`config.mk`:
```
export PLATFORM = sky130hd
export DESIGN_NAME = rv_core_top
export DESIGN_NICKNAME = d
export VERILOG_FILES = /design/src/hdl/rv_core_pkg.sv /design/src/hdl/exec_unit.sv /design/src/hdl/insn_decoder.sv /design/src/hdl/insn_fetch.sv /design/src/hdl/insn_queue.sv /design/src/hdl/int_alu.sv /design/src/hdl/rv_core_top.sv
export SDC_FILE = /design/constraint.sdc
export NUM_CORES = 2
export LEC_CHECK = 0
export BUFFER_PORTS_ARGS = -buffer_cell sky130_fd_sc_hd__buf_2
export CORE_MARGIN = 2
export CORE_UTILIZATION = 40
export CTS_BUF_LIST = sky130_fd_sc_hd__clkbuf_2 sky130_fd_sc_hd__clkbuf_4 sky130_fd_sc_hd__clkbuf_8
export CTS_CLUSTER_SIZE = 30
export DETAILED_ROUTE_END_ITERATION = 8
export SYNTH_ARGS = -nofsm -noshare
export SYNTH_HDL_FRONTEND = slang
export SYNTH_SLANG_ARGS = --single-unit
export TNS_END_PERCENT = 50
```
`constraint.sdc`:
```
create_clock -name clk -period 8.55 [get_ports clk]
set_input_delay 1.2825 -clock clk [delete_from_list [all_inputs] [get_ports clk]]
set_output_delay 1.2825 -clock clk [all_outputs]
set_load 0.1 [all_outputs]
```
`src/hdl/rv_core_pkg.sv`:
```
// shared RV32I types and sizes; queue depth and imem size are fixed here, not per instance
`default_nettype none

package rv_core_pkg;

    typedef logic [31:0] word_t;
    typedef logic [31:0] addr_t;
    typedef logic [4:0]  reg_idx_t;
    typedef logic [5:0]  imem_idx_t;
    typedef logic [2:0]  credit_t;

    // queue capacity, also the credit count fetch starts with
    localparam credit_t QUEUE_DEPTH = 3'd4;
    localparam int      IMEM_WORDS  = 64;

    // RV32I major opcodes
    typedef enum logic [6:0] {
        OP_LUI    = 7'b0110111,
        OP_AUIPC  = 7'b0010111,
        OP_JAL    = 7'b1101111,
        OP_JALR   = 7'b1100111,
        OP_BRANCH = 7'b1100011,
        OP_LOAD   = 7'b0000011,
        OP_STORE  = 7'b0100011,
        OP_IMM    = 7'b0010011,
        OP_OP     = 7'b0110011,
        OP_FENCE  = 7'b0001111,
        OP_SYSTEM = 7'b1110011
    } opcode_t;

    // encoding follows funct3
    typedef enum logic [2:0] {
        ALU_ADD  = 3'b000,
        ALU_SLL  = 3'b001,
        ALU_SLT  = 3'b010,
        ALU_SLTU = 3'b011,
        ALU_XOR  = 3'b100,
        ALU_SR   = 3'b101,
        ALU_OR   = 3'b110,
        ALU_AND  = 3'b111
    } alu_op_t;

    typedef enum logic [1:0] {
        A_RS1  = 2'd0,
        A_ZERO = 2'd1,
        A_PC   = 2'd2
    } alu_a_sel_t;

    typedef enum logic {
        B_RS2 = 1'b0,
        B_IMM = 1'b1
    } alu_b_sel_t;

    typedef struct packed {
        addr_t pc;
        word_t instr;
    } fetch_pkt_t;

    typedef struct packed {
        reg_idx_t   rs1;
        reg_idx_t   rs2;
        reg_idx_t   rd;
        word_t      imm;
        alu_a_sel_t alu_a_sel;
        alu_b_sel_t alu_b_sel;
        alu_op_t    alu_op;
        logic       sub_arith;
        logic       wb_en;
    } decoded_t;

    typedef struct packed {
        addr_t    pc;
        reg_idx_t rd;
        word_t    value;
        logic     wr_en;
    } retire_t;

endpackage

`default_nettype wire

```
`src/hdl/exec_unit.sv`:
```
// executes one instruction per pop; the retire record comes one cycle after the pop
`timescale 1ns/1ps
`default_nettype none

module exec_unit (
    input  wire logic                   clk,
    input  wire logic                   reset,
    input  wire logic                   head_valid,
    input  rv_core_pkg::fetch_pkt_t     head_pkt,
    input  wire logic                   hold,
    output logic                        pop,
    output logic                        retire_valid,
    output rv_core_pkg::retire_t        retire
);

    // x0 is never written, so it stays zero after reset
    rv_core_pkg::word_t    regs [32];
    rv_core_pkg::decoded_t dec;
    rv_core_pkg::word_t    rs1_val;
    rv_core_pkg::word_t    rs2_val;
    rv_core_pkg::word_t    result;
    logic                  wr;

    assign pop = head_valid && !hold;

    insn_decoder i_decoder (
        .instr (head_pkt.instr),
        .dec   (dec)
    );

    assign rs1_val = regs[dec.rs1];
    assign rs2_val = regs[dec.rs2];

    int_alu i_alu (
        .dec     (dec),
        .rs1_val (rs1_val),
        .rs2_val (rs2_val),
        .pc      (head_pkt.pc),
        .result  (result)
    );

    assign wr = pop && dec.wb_en && (dec.rd != '0);

    always_ff @(posedge clk) begin
        if (reset) begin
            for (int i = 0; i < 32; i++) begin
                regs[i] <= '0;
            end
        end else if (wr) begin
            regs[dec.rd] <= result;
        end
    end

    always_ff @(posedge clk) begin
        if (reset) begin
            retire_valid <= 1'b0;
        end else begin
            retire_valid <= pop;
        end
    end

    // retire payload, qualified by retire_valid
    always_ff @(posedge clk) begin
        if (pop) begin
            retire <= '{pc: head_pkt.pc, rd: dec.rd, value: result, wr_en: wr};
        end
    end

endmodule

`default_nettype wire

```
`src/hdl/insn_decoder.sv`:
```
// only LUI, AUIPC, OP-IMM and OP write back; all other opcodes decode to a zero-result no-op
`timescale 1ns/1ps
`default_nettype none

module insn_decoder (
    input  rv_core_pkg::word_t    instr,
    output rv_core_pkg::decoded_t dec
);

    rv_core_pkg::reg_idx_t rs1;
    rv_core_pkg::reg_idx_t rs2;
    rv_core_pkg::reg_idx_t rd;
    logic [2:0]            funct3;
    rv_core_pkg::opcode_t  opcode;
    rv_core_pkg::word_t    imm_u;
    rv_core_pkg::word_t    imm_i;

    // R-type field split, shared by all formats
    assign rs2    = instr[24:20];
    assign rs1    = instr[19:15];
    assign funct3 = instr[14:12];
    assign rd     = instr[11:7];
    assign opcode = rv_core_pkg::opcode_t'(instr[6:0]);

    // upper immediate
    assign imm_u = {instr[31:12], 12'h000};
    // sign-extended 12-bit immediate
    assign imm_i = {{20{instr[31]}}, instr[31:20]};

    always_comb begin
        // x0 operands with a zero immediate, so the ALU result is zero
        dec    = '0;
        dec.rd = rd;

        case (opcode)
            rv_core_pkg::OP_LUI: begin
                dec.imm       = imm_u;
                dec.alu_a_sel = rv_core_pkg::A_ZERO;
                dec.alu_b_sel = rv_core_pkg::B_IMM;
                dec.alu_op    = rv_core_pkg::ALU_ADD;
                dec.wb_en     = 1'b1;
            end

            rv_core_pkg::OP_AUIPC: begin
                dec.imm       = imm_u;
                dec.alu_a_sel = rv_core_pkg::A_PC;
                dec.alu_b_sel = rv_core_pkg::B_IMM;
                dec.alu_op    = rv_core_pkg::ALU_ADD;
                dec.wb_en     = 1'b1;
            end

            rv_core_pkg::OP_IMM: begin
                dec.rs1       = rs1;
                dec.imm       = imm_i;
                dec.alu_a_sel = rv_core_pkg::A_RS1;
                dec.alu_b_sel = rv_core_pkg::B_IMM;
                dec.alu_op    = rv_core_pkg::alu_op_t'(funct3);
                // bit 30 of addi is immediate, not subtract
                dec.sub_arith = (funct3 == 3'b101) ? instr[30] : 1'b0;
                dec.wb_en     = 1'b1;
            end

            rv_core_pkg::OP_OP: begin
                dec.rs1       = rs1;
                dec.rs2       = rs2;
                dec.alu_a_sel = rv_core_pkg::A_RS1;
                dec.alu_b_sel = rv_core_pkg::B_RS2;
                dec.alu_op    = rv_core_pkg::alu_op_t'(funct3);
                dec.sub_arith = instr[30];
                dec.wb_en     = 1'b1;
            end

            // JAL, JALR, BRANCH, LOAD, STORE, FENCE and SYSTEM just retire,
            // no data memory, CSRs or redirect
            default: begin
                dec.wb_en = 1'b0;
            end
        endcase
    end

endmodule

`default_nettype wire

```
`src/hdl/insn_fetch.sv`:
```
// program memory is loaded only while idle; prog_len of zero starts nothing
`timescale 1ns/1ps
`default_nettype none

module insn_fetch (
    input  wire logic                   clk,
    input  wire logic                   reset,
    input  wire logic                   imem_we,
    input  rv_core_pkg::imem_idx_t      imem_idx,
    input  rv_core_pkg::word_t          imem_data,
    input  wire logic                   start,
    input  wire logic [6:0]             prog_len,
    input  wire logic                   credit_return,
    output logic                        push,
    output rv_core_pkg::fetch_pkt_t     pkt
);

    rv_core_pkg::word_t   imem [rv_core_pkg::IMEM_WORDS];
    rv_core_pkg::addr_t   pc;
    rv_core_pkg::credit_t credits;
    logic                 running;
    // instructions still to issue
    logic [6:0]           left;

    always_ff @(posedge clk) begin
        if (imem_we) begin
            imem[imem_idx] <= imem_data;
        end
    end

    // one push per cycle while running and holding a credit
    assign push      = running && (credits != '0);
    assign pkt.pc    = pc;
    assign pkt.instr = imem[rv_core_pkg::imem_idx_t'(pc[31:2])];

    always_ff @(posedge clk) begin
        if (reset) begin
            running <= 1'b0;
            pc      <= '0;
            left    <= '0;
        end else if (start) begin
            running <= (prog_len != '0);
            pc      <= '0;
            left    <= prog_len;
        end else if (push) begin
            pc   <= pc + 32'd4;
            left <= left - 7'd1;
            // last instruction of the program
            if (left == 7'd1) begin
                running <= 1'b0;
            end
        end
    end

    always_ff @(posedge clk) begin
        if (reset || start) begin
            credits <= rv_core_pkg::QUEUE_DEPTH;
        end else if (push && !credit_return) begin
            credits <= credits - 3'd1;
        end else if (!push && credit_return) begin
            credits <= credits + 3'd1;
        end
    end

endmodule

`default_nettype wire

```
`src/hdl/insn_queue.sv`:
```
// no full flag; the fetch credit count keeps pushes within QUEUE_DEPTH (a power of two)
`timescale 1ns/1ps
`default_nettype none

module insn_queue (
    input  wire logic                   clk,
    input  wire logic                   reset,
    input  wire logic                   push,
    input  rv_core_pkg::fetch_pkt_t     push_pkt,
    input  wire logic                   pop,
    output logic                        head_valid,
    output rv_core_pkg::fetch_pkt_t     head_pkt,
    output logic                        credit_return
);

    rv_core_pkg::fetch_pkt_t entries [rv_core_pkg::QUEUE_DEPTH];

    // pointers wrap naturally at the depth
    logic [$clog2(rv_core_pkg::QUEUE_DEPTH)-1:0] wr_ptr;
    logic [$clog2(rv_core_pkg::QUEUE_DEPTH)-1:0] rd_ptr;
    rv_core_pkg::credit_t                        count;

    always_ff @(posedge clk) begin
        if (push) begin
            entries[wr_ptr] <= push_pkt;
        end
    end

    always_ff @(posedge clk) begin
        if (reset) begin
            wr_ptr <= '0;
            rd_ptr <= '0;
            count  <= '0;
        end else begin
            if (push) begin
                wr_ptr <= wr_ptr + 1'b1;
            end
            if (pop) begin
                rd_ptr <= rd_ptr + 1'b1;
            end
            if (push && !pop) begin
                count <= count + 3'd1;
            end else if (pop && !push) begin
                count <= count - 3'd1;
            end
        end
    end

    assign head_valid = (count != '0);
    assign head_pkt   = entries[rd_ptr];

    // every freed slot goes straight back to fetch
    assign credit_return = pop;

endmodule

`default_nettype wire

```
`src/hdl/int_alu.sv`:
```
// sub_arith only matters for add and right shift; shifts use the low 5 bits of operand b
`timescale 1ns/1ps
`default_nettype none

module int_alu (
    input  rv_core_pkg::decoded_t dec,
    input  rv_core_pkg::word_t    rs1_val,
    input  rv_core_pkg::word_t    rs2_val,
    input  rv_core_pkg::addr_t    pc,
    output rv_core_pkg::word_t    result
);

    rv_core_pkg::word_t op_a;
    rv_core_pkg::word_t op_b;
    logic [4:0]         shamt;

    always_comb begin
        case (dec.alu_a_sel)
            rv_core_pkg::A_PC:   op_a = pc;
            rv_core_pkg::A_ZERO: op_a = '0;
            default:             op_a = rs1_val;
        endcase
    end

    assign op_b  = (dec.alu_b_sel == rv_core_pkg::B_IMM) ? dec.imm : rs2_val;
    assign shamt = op_b[4:0];

    always_comb begin
        case (dec.alu_op)
            rv_core_pkg::ALU_ADD:  result = dec.sub_arith ? op_a - op_b : op_a + op_b;
            rv_core_pkg::ALU_SLL:  result = op_a << shamt;
            rv_core_pkg::ALU_SLT:  result = {31'd0, $signed(op_a) < $signed(op_b)};
            rv_core_pkg::ALU_SLTU: result = {31'd0, op_a < op_b};
            rv_core_pkg::ALU_XOR:  result = op_a ^ op_b;
            // sra when sub_arith is set
            rv_core_pkg::ALU_SR: begin
                if (dec.sub_arith) begin
                    result = rv_core_pkg::word_t'($signed(op_a) >>> shamt);
                end else begin
                    result = op_a >> shamt;
                end
            end
            rv_core_pkg::ALU_OR:   result = op_a | op_b;
            default:               result = op_a & op_b;
        endcase
    end

endmodule

`default_nettype wire

```
`src/hdl/rv_core_top.sv`:
```
// load imem only while idle; hold stalls execute and lets the queue fill
`timescale 1ns/1ps
`default_nettype none

module rv_core_top (
    input  wire logic                   clk,
    input  wire logic                   reset,
    input  wire logic                   imem_we,
    input  rv_core_pkg::imem_idx_t      imem_idx,
    input  rv_core_pkg::word_t          imem_data,
    input  wire logic                   start,
    input  wire logic [6:0]             prog_len,
    input  wire logic                   hold,
    output logic                        retire_valid,
    output rv_core_pkg::retire_t        retire
);

    logic                    push;
    rv_core_pkg::fetch_pkt_t push_pkt;
    logic                    credit_return;
    logic                    head_valid;
    rv_core_pkg::fetch_pkt_t head_pkt;
    logic                    pop;

    insn_fetch i_fetch (
        .clk           (clk),
        .reset         (reset),
        .imem_we       (imem_we),
        .imem_idx      (imem_idx),
        .imem_data     (imem_data),
        .start         (start),
        .prog_len      (prog_len),
        .credit_return (credit_return),
        .push          (push),
        .pkt           (push_pkt)
    );

    insn_queue i_queue (
        .clk           (clk),
        .reset         (reset),
        .push          (push),
        .push_pkt      (push_pkt),
        .pop           (pop),
        .head_valid    (head_valid),
        .head_pkt      (head_pkt),
        .credit_return (credit_return)
    );

    exec_unit i_exec (
        .clk           (clk),
        .reset         (reset),
        .head_valid    (head_valid),
        .head_pkt      (head_pkt),
        .hold          (hold),
        .pop           (pop),
        .retire_valid  (retire_valid),
        .retire        (retire)
    );

endmodule

`default_nettype wire

```
==> load_flow_metrics.sql <==
INSERT INTO impl_metrics (metric_group, metric, value, unit) VALUES
('placement', 'placement.io_buffers', '118', ''),
('yosys', 'synth-seq-cells', '3445', ''),
('clock_network', 'clk_root_buffer_cell', 'clkbuf_8', ''),
('layout', 'filler_cell_count_in_the_final_layout', '33680', ''),
('floorplanning', 'floorplan.die.height', '626.3', 'um'),
('status', 'run_status', 'complete, but fails checks', ''),
('worst_setup_path', 'cp-start-kind', 'flip-flop', ''),
('clock_network', 'tritoncts', 'done', ''),
('status', 'violations', 'design-rule violations', ''),
('pwr', 'vdd.ir_drop.worst', '0.3695', 'mV'),
('clock_network', 'worst_setup_hold_path_clk_slew', '70', 'ps'),
('yosys', 'post_synth.cell_area_avg', '15.37', 'sq um'),
('timing', 'unrepaired_setup_endpoints_after_global_routing', 'no', ''),
('yosys', 'ys.warnings.count', '0', ''),
('yosys', 'synth_area', '154900', 'sq um'),
('timing', 'setup_viol', '0', ''),
('floorplanning', 'die_w', '626.3', 'um'),
('worst_setup_path', 'timing.critical_path.max_delay_family', 'compound AO/OA/AOI/OAI gates', ''),
('floorplanning', 'fp.coreArea', '385700', 'sq um'),
('floorplanning', 'row_count', '228', ''),
('timing', 'fin_crit_sh', '0.9995', ''),
('global_routing', 'use_met2', '0.4455', ''),
('global_routing', 'gr-total-overflow', '0', ''),
('yosys', 'synth_cell_types', '104', ''),
('pwr', 'design_power_total', '52600', 'uW'),
('global_routing', 'grt_pass1_vias', '102300', ''),
('worst_setup_path', 'worstSetupEndpoint', 'i_exec.retire[28]', ''),
('layout', 'layout.cells.most_common', 'edfxtp_1', ''),
('route', 'dr.pass1.iters', '9', ''),
('worst_hold_path', 'hold_class', 'in2reg', ''),
('yosys', 'number_of_synthesized_flops_with_an_enable_pin', '3388', ''),
('global_routing', 'globalRouteMet1Util', '0.3511', ''),
('timing', 'final-max-slew-violation-count', '0', ''),
('layout', 'layout_cell_share_with_drive_strength_beyond_1', '0.2509', ''),
('yosys', 'synth_top_cell_area_share', '0.6569', ''),
('floorplanning', 'start_util', '0.4016', ''),
('worst_setup_path', 'crit_path_max_fanout', '32', ''),
('worst_setup_path', 'critPathRequiredTime', '9370', 'ps'),
('worst_setup_path', 'critical-path-max-stage-delay', '860', 'ps'),
('worst_setup_path', 'r2r_cells', '27', ''),
('clock_network', 'ctsHtreeMaxLevel', '6', ''),
('worst_setup_path', 'cp_slowest_cell', 'a2111oi_1', ''),
('worst_setup_path', 'terminus_of_the_critical_flop_to_flop_path', 'i_exec.retire[28]', ''),
('yosys', 'postSynth.topFlopCell', 'edfxtp_1', ''),
('global_routing', 'grt_antenna_before_repair', '30', ''),
('global_routing', 'grt_start_max_net_pins', '145', ''),
('route', 'routedWlPerCell', '34.82', 'um'),
('clock_network', 'cts.sinks', '3445', ''),
('worst_setup_path', 'cp.buffers_inverters', '7', ''),
('route', 'drcViolationCount', '1', ''),
('placement', 'final_hpwl_from_detailed_placement', '347.4', 'mm'),
('timing', 'fmax', '0.1170', 'GHz'),
('worst_setup_path', 'critPathKind', 'reg2reg', ''),
('route', 'antenna_left', '0', ''),
('pwr', 'power_leakage', '0.05741', 'uW'),
('timing', 'hold_slack', '384.2', 'ps'),
('floorplanning', 'design.die.area', '392200', 'sq um'),
('clock_network', 'cts_max_path_buffers', '4', ''),
('floorplanning', 'number_of_top_level_pins', '121', ''),
('yosys', 'synth_sequential_area_ratio', '0.6642', ''),
('layout', 'layout.nets', '10690', ''),
('timing', 'slew_headroom', '0.03840', ''),
('timing', 'min_period', '8546', 'ps'),
('placement', 'gp_congestion', '0.9873', ''),
('route', 'detailroute.via_count', '102100', ''),
('yosys', 'synth_top_area_cell', 'edfxtp_1', ''),
('layout', 'syn2layout_area_growth', '13.36', '%'),
('global_routing', 'grt_busiest_layer', 'met2', ''),
('worst_setup_path', 'timing.critical_path.mode_cell', 'buf_4', ''),
('worst_setup_path', 'data_arrival_time_at_the_worst_slack_endpoint', '9360', 'ps'),
('yosys', 'ys_top_cells_by_area', 'edfxtp_1 (66%), mux4_2 (12%), nor2_1 (2.8%)', '');
## sequential cells by signal, summed over array words and instances (netlist names), named ones only
signal	count
i_exec.retire_valid	1
i_queue.wr_ptr	2
i_queue.entries	248
i_queue.rd_ptr	2
i_exec.retire	68
i_fetch.imem	2048
i_exec.regs	1024
i_fetch.left	7
i_queue.count	3
i_fetch.credits	3
i_fetch.pc	30
i_fetch.running	1
## layer usage
metal,part of all wire,routed length (um),vias to the layer above
met5,0.000073,41,-
met2,0.47,261400,6770
met1,0.36,204400,52590
met4,0.069,38500,6
met3,0.10,56840,1663
li1,-,-,41050
## through the flow
step           worst slack [ps]    util  area (sq um)  cells  TNS (ps)
3_3_place_gp             -3.187  0.4271        164700  15130    -3.187
3_5_place_dp             -2.350  0.4271        164700  15130    -2.350
2_1_floorplan              1263       -        155000  10110         0
5_1_grt                   49.16  0.4552        175600  16110         0
6_report                  4.018  0.4552        175600  16120         0
4_1_cts                   20.75  0.4550        175500  16110         0
## power breakdown
part / internal [uW] / switching [uW]
Combinational: 5280 / 13800
Clock: 7310 / 6790
Sequential: 19100 / 271
## final cells by class
cell class	count	area [sq um]	share of cell area
sequential	3445	102900	0.5861
multi-input combinational	5677	49220	0.2804
clock buffer	761	9329	0.05313
tap	5175	6475	0.03688
timing repair buffer	694	5663	0.03225
clock inverter	210	1404	0.007996
inverter	146	551.8	0.003143
antenna	10	25.02	0.0001425
## Yosys cell counts (39+ instances only)
cell type and count:
nand3_1 130, buf_1 97, nor2b_1 40, ha_1 112
nor2_1 1144, nand2_1 664, a21oi_1 332, inv_1 128
o22ai_1 55, a22oi_1 39, mux2_2 96, a211oi_1 110
buf_2 207, clkbuf_1 506, mux2i_1 229, o21ai_0 301
and3_1 43, o221ai_1 82, a31oi_1 122, a221oi_1 244
nor3_1 320, mux4_2 853, o211ai_1 55, dfxtp_1 57
nand2b_1 62, edfxtp_1 3388
## worst min-delay path by stage
stage	slack (ps)	cells past startpoint	start	to
floorplan	460	2	i_queue.count[2]	i_queue.count[2]
global placement	470	2	i_queue.count[2]	i_queue.count[2]
detailed placement	510	2	i_queue.count[2]	i_queue.count[2]
CTS	250	3	prog_len[3]	i_fetch.left[3]
global route	340	3	prog_len[0]	i_fetch.left[0]
finish	380	3	prog_len[3]	i_fetch.left[3]
## tightest hold or removal path, cell delays in order
cell     delay (ps)
buf_2            90
a21oi_1          60
nor2_1           70
## cell families after synthesis
kind of cell	after synthesis	synth area share
compound gates	1711	0.07776
xor+xnor	62	0.003506
fa+ha+maj	116	0.009565
buf+inv	990	0.02662
flops	3445	0.6642
mux	1179	0.1459
other cells	1	0.00002421
simple gates	2574	0.07238
## what timing repair did
action / in CTS / in global routing
setup endpoints to repair: 55 / 263
buffers inserted: 0 / 3
gates resized for setup: 0 / 12
gates cloned: 1 / 0
Power figures use the tool's default switching activity.
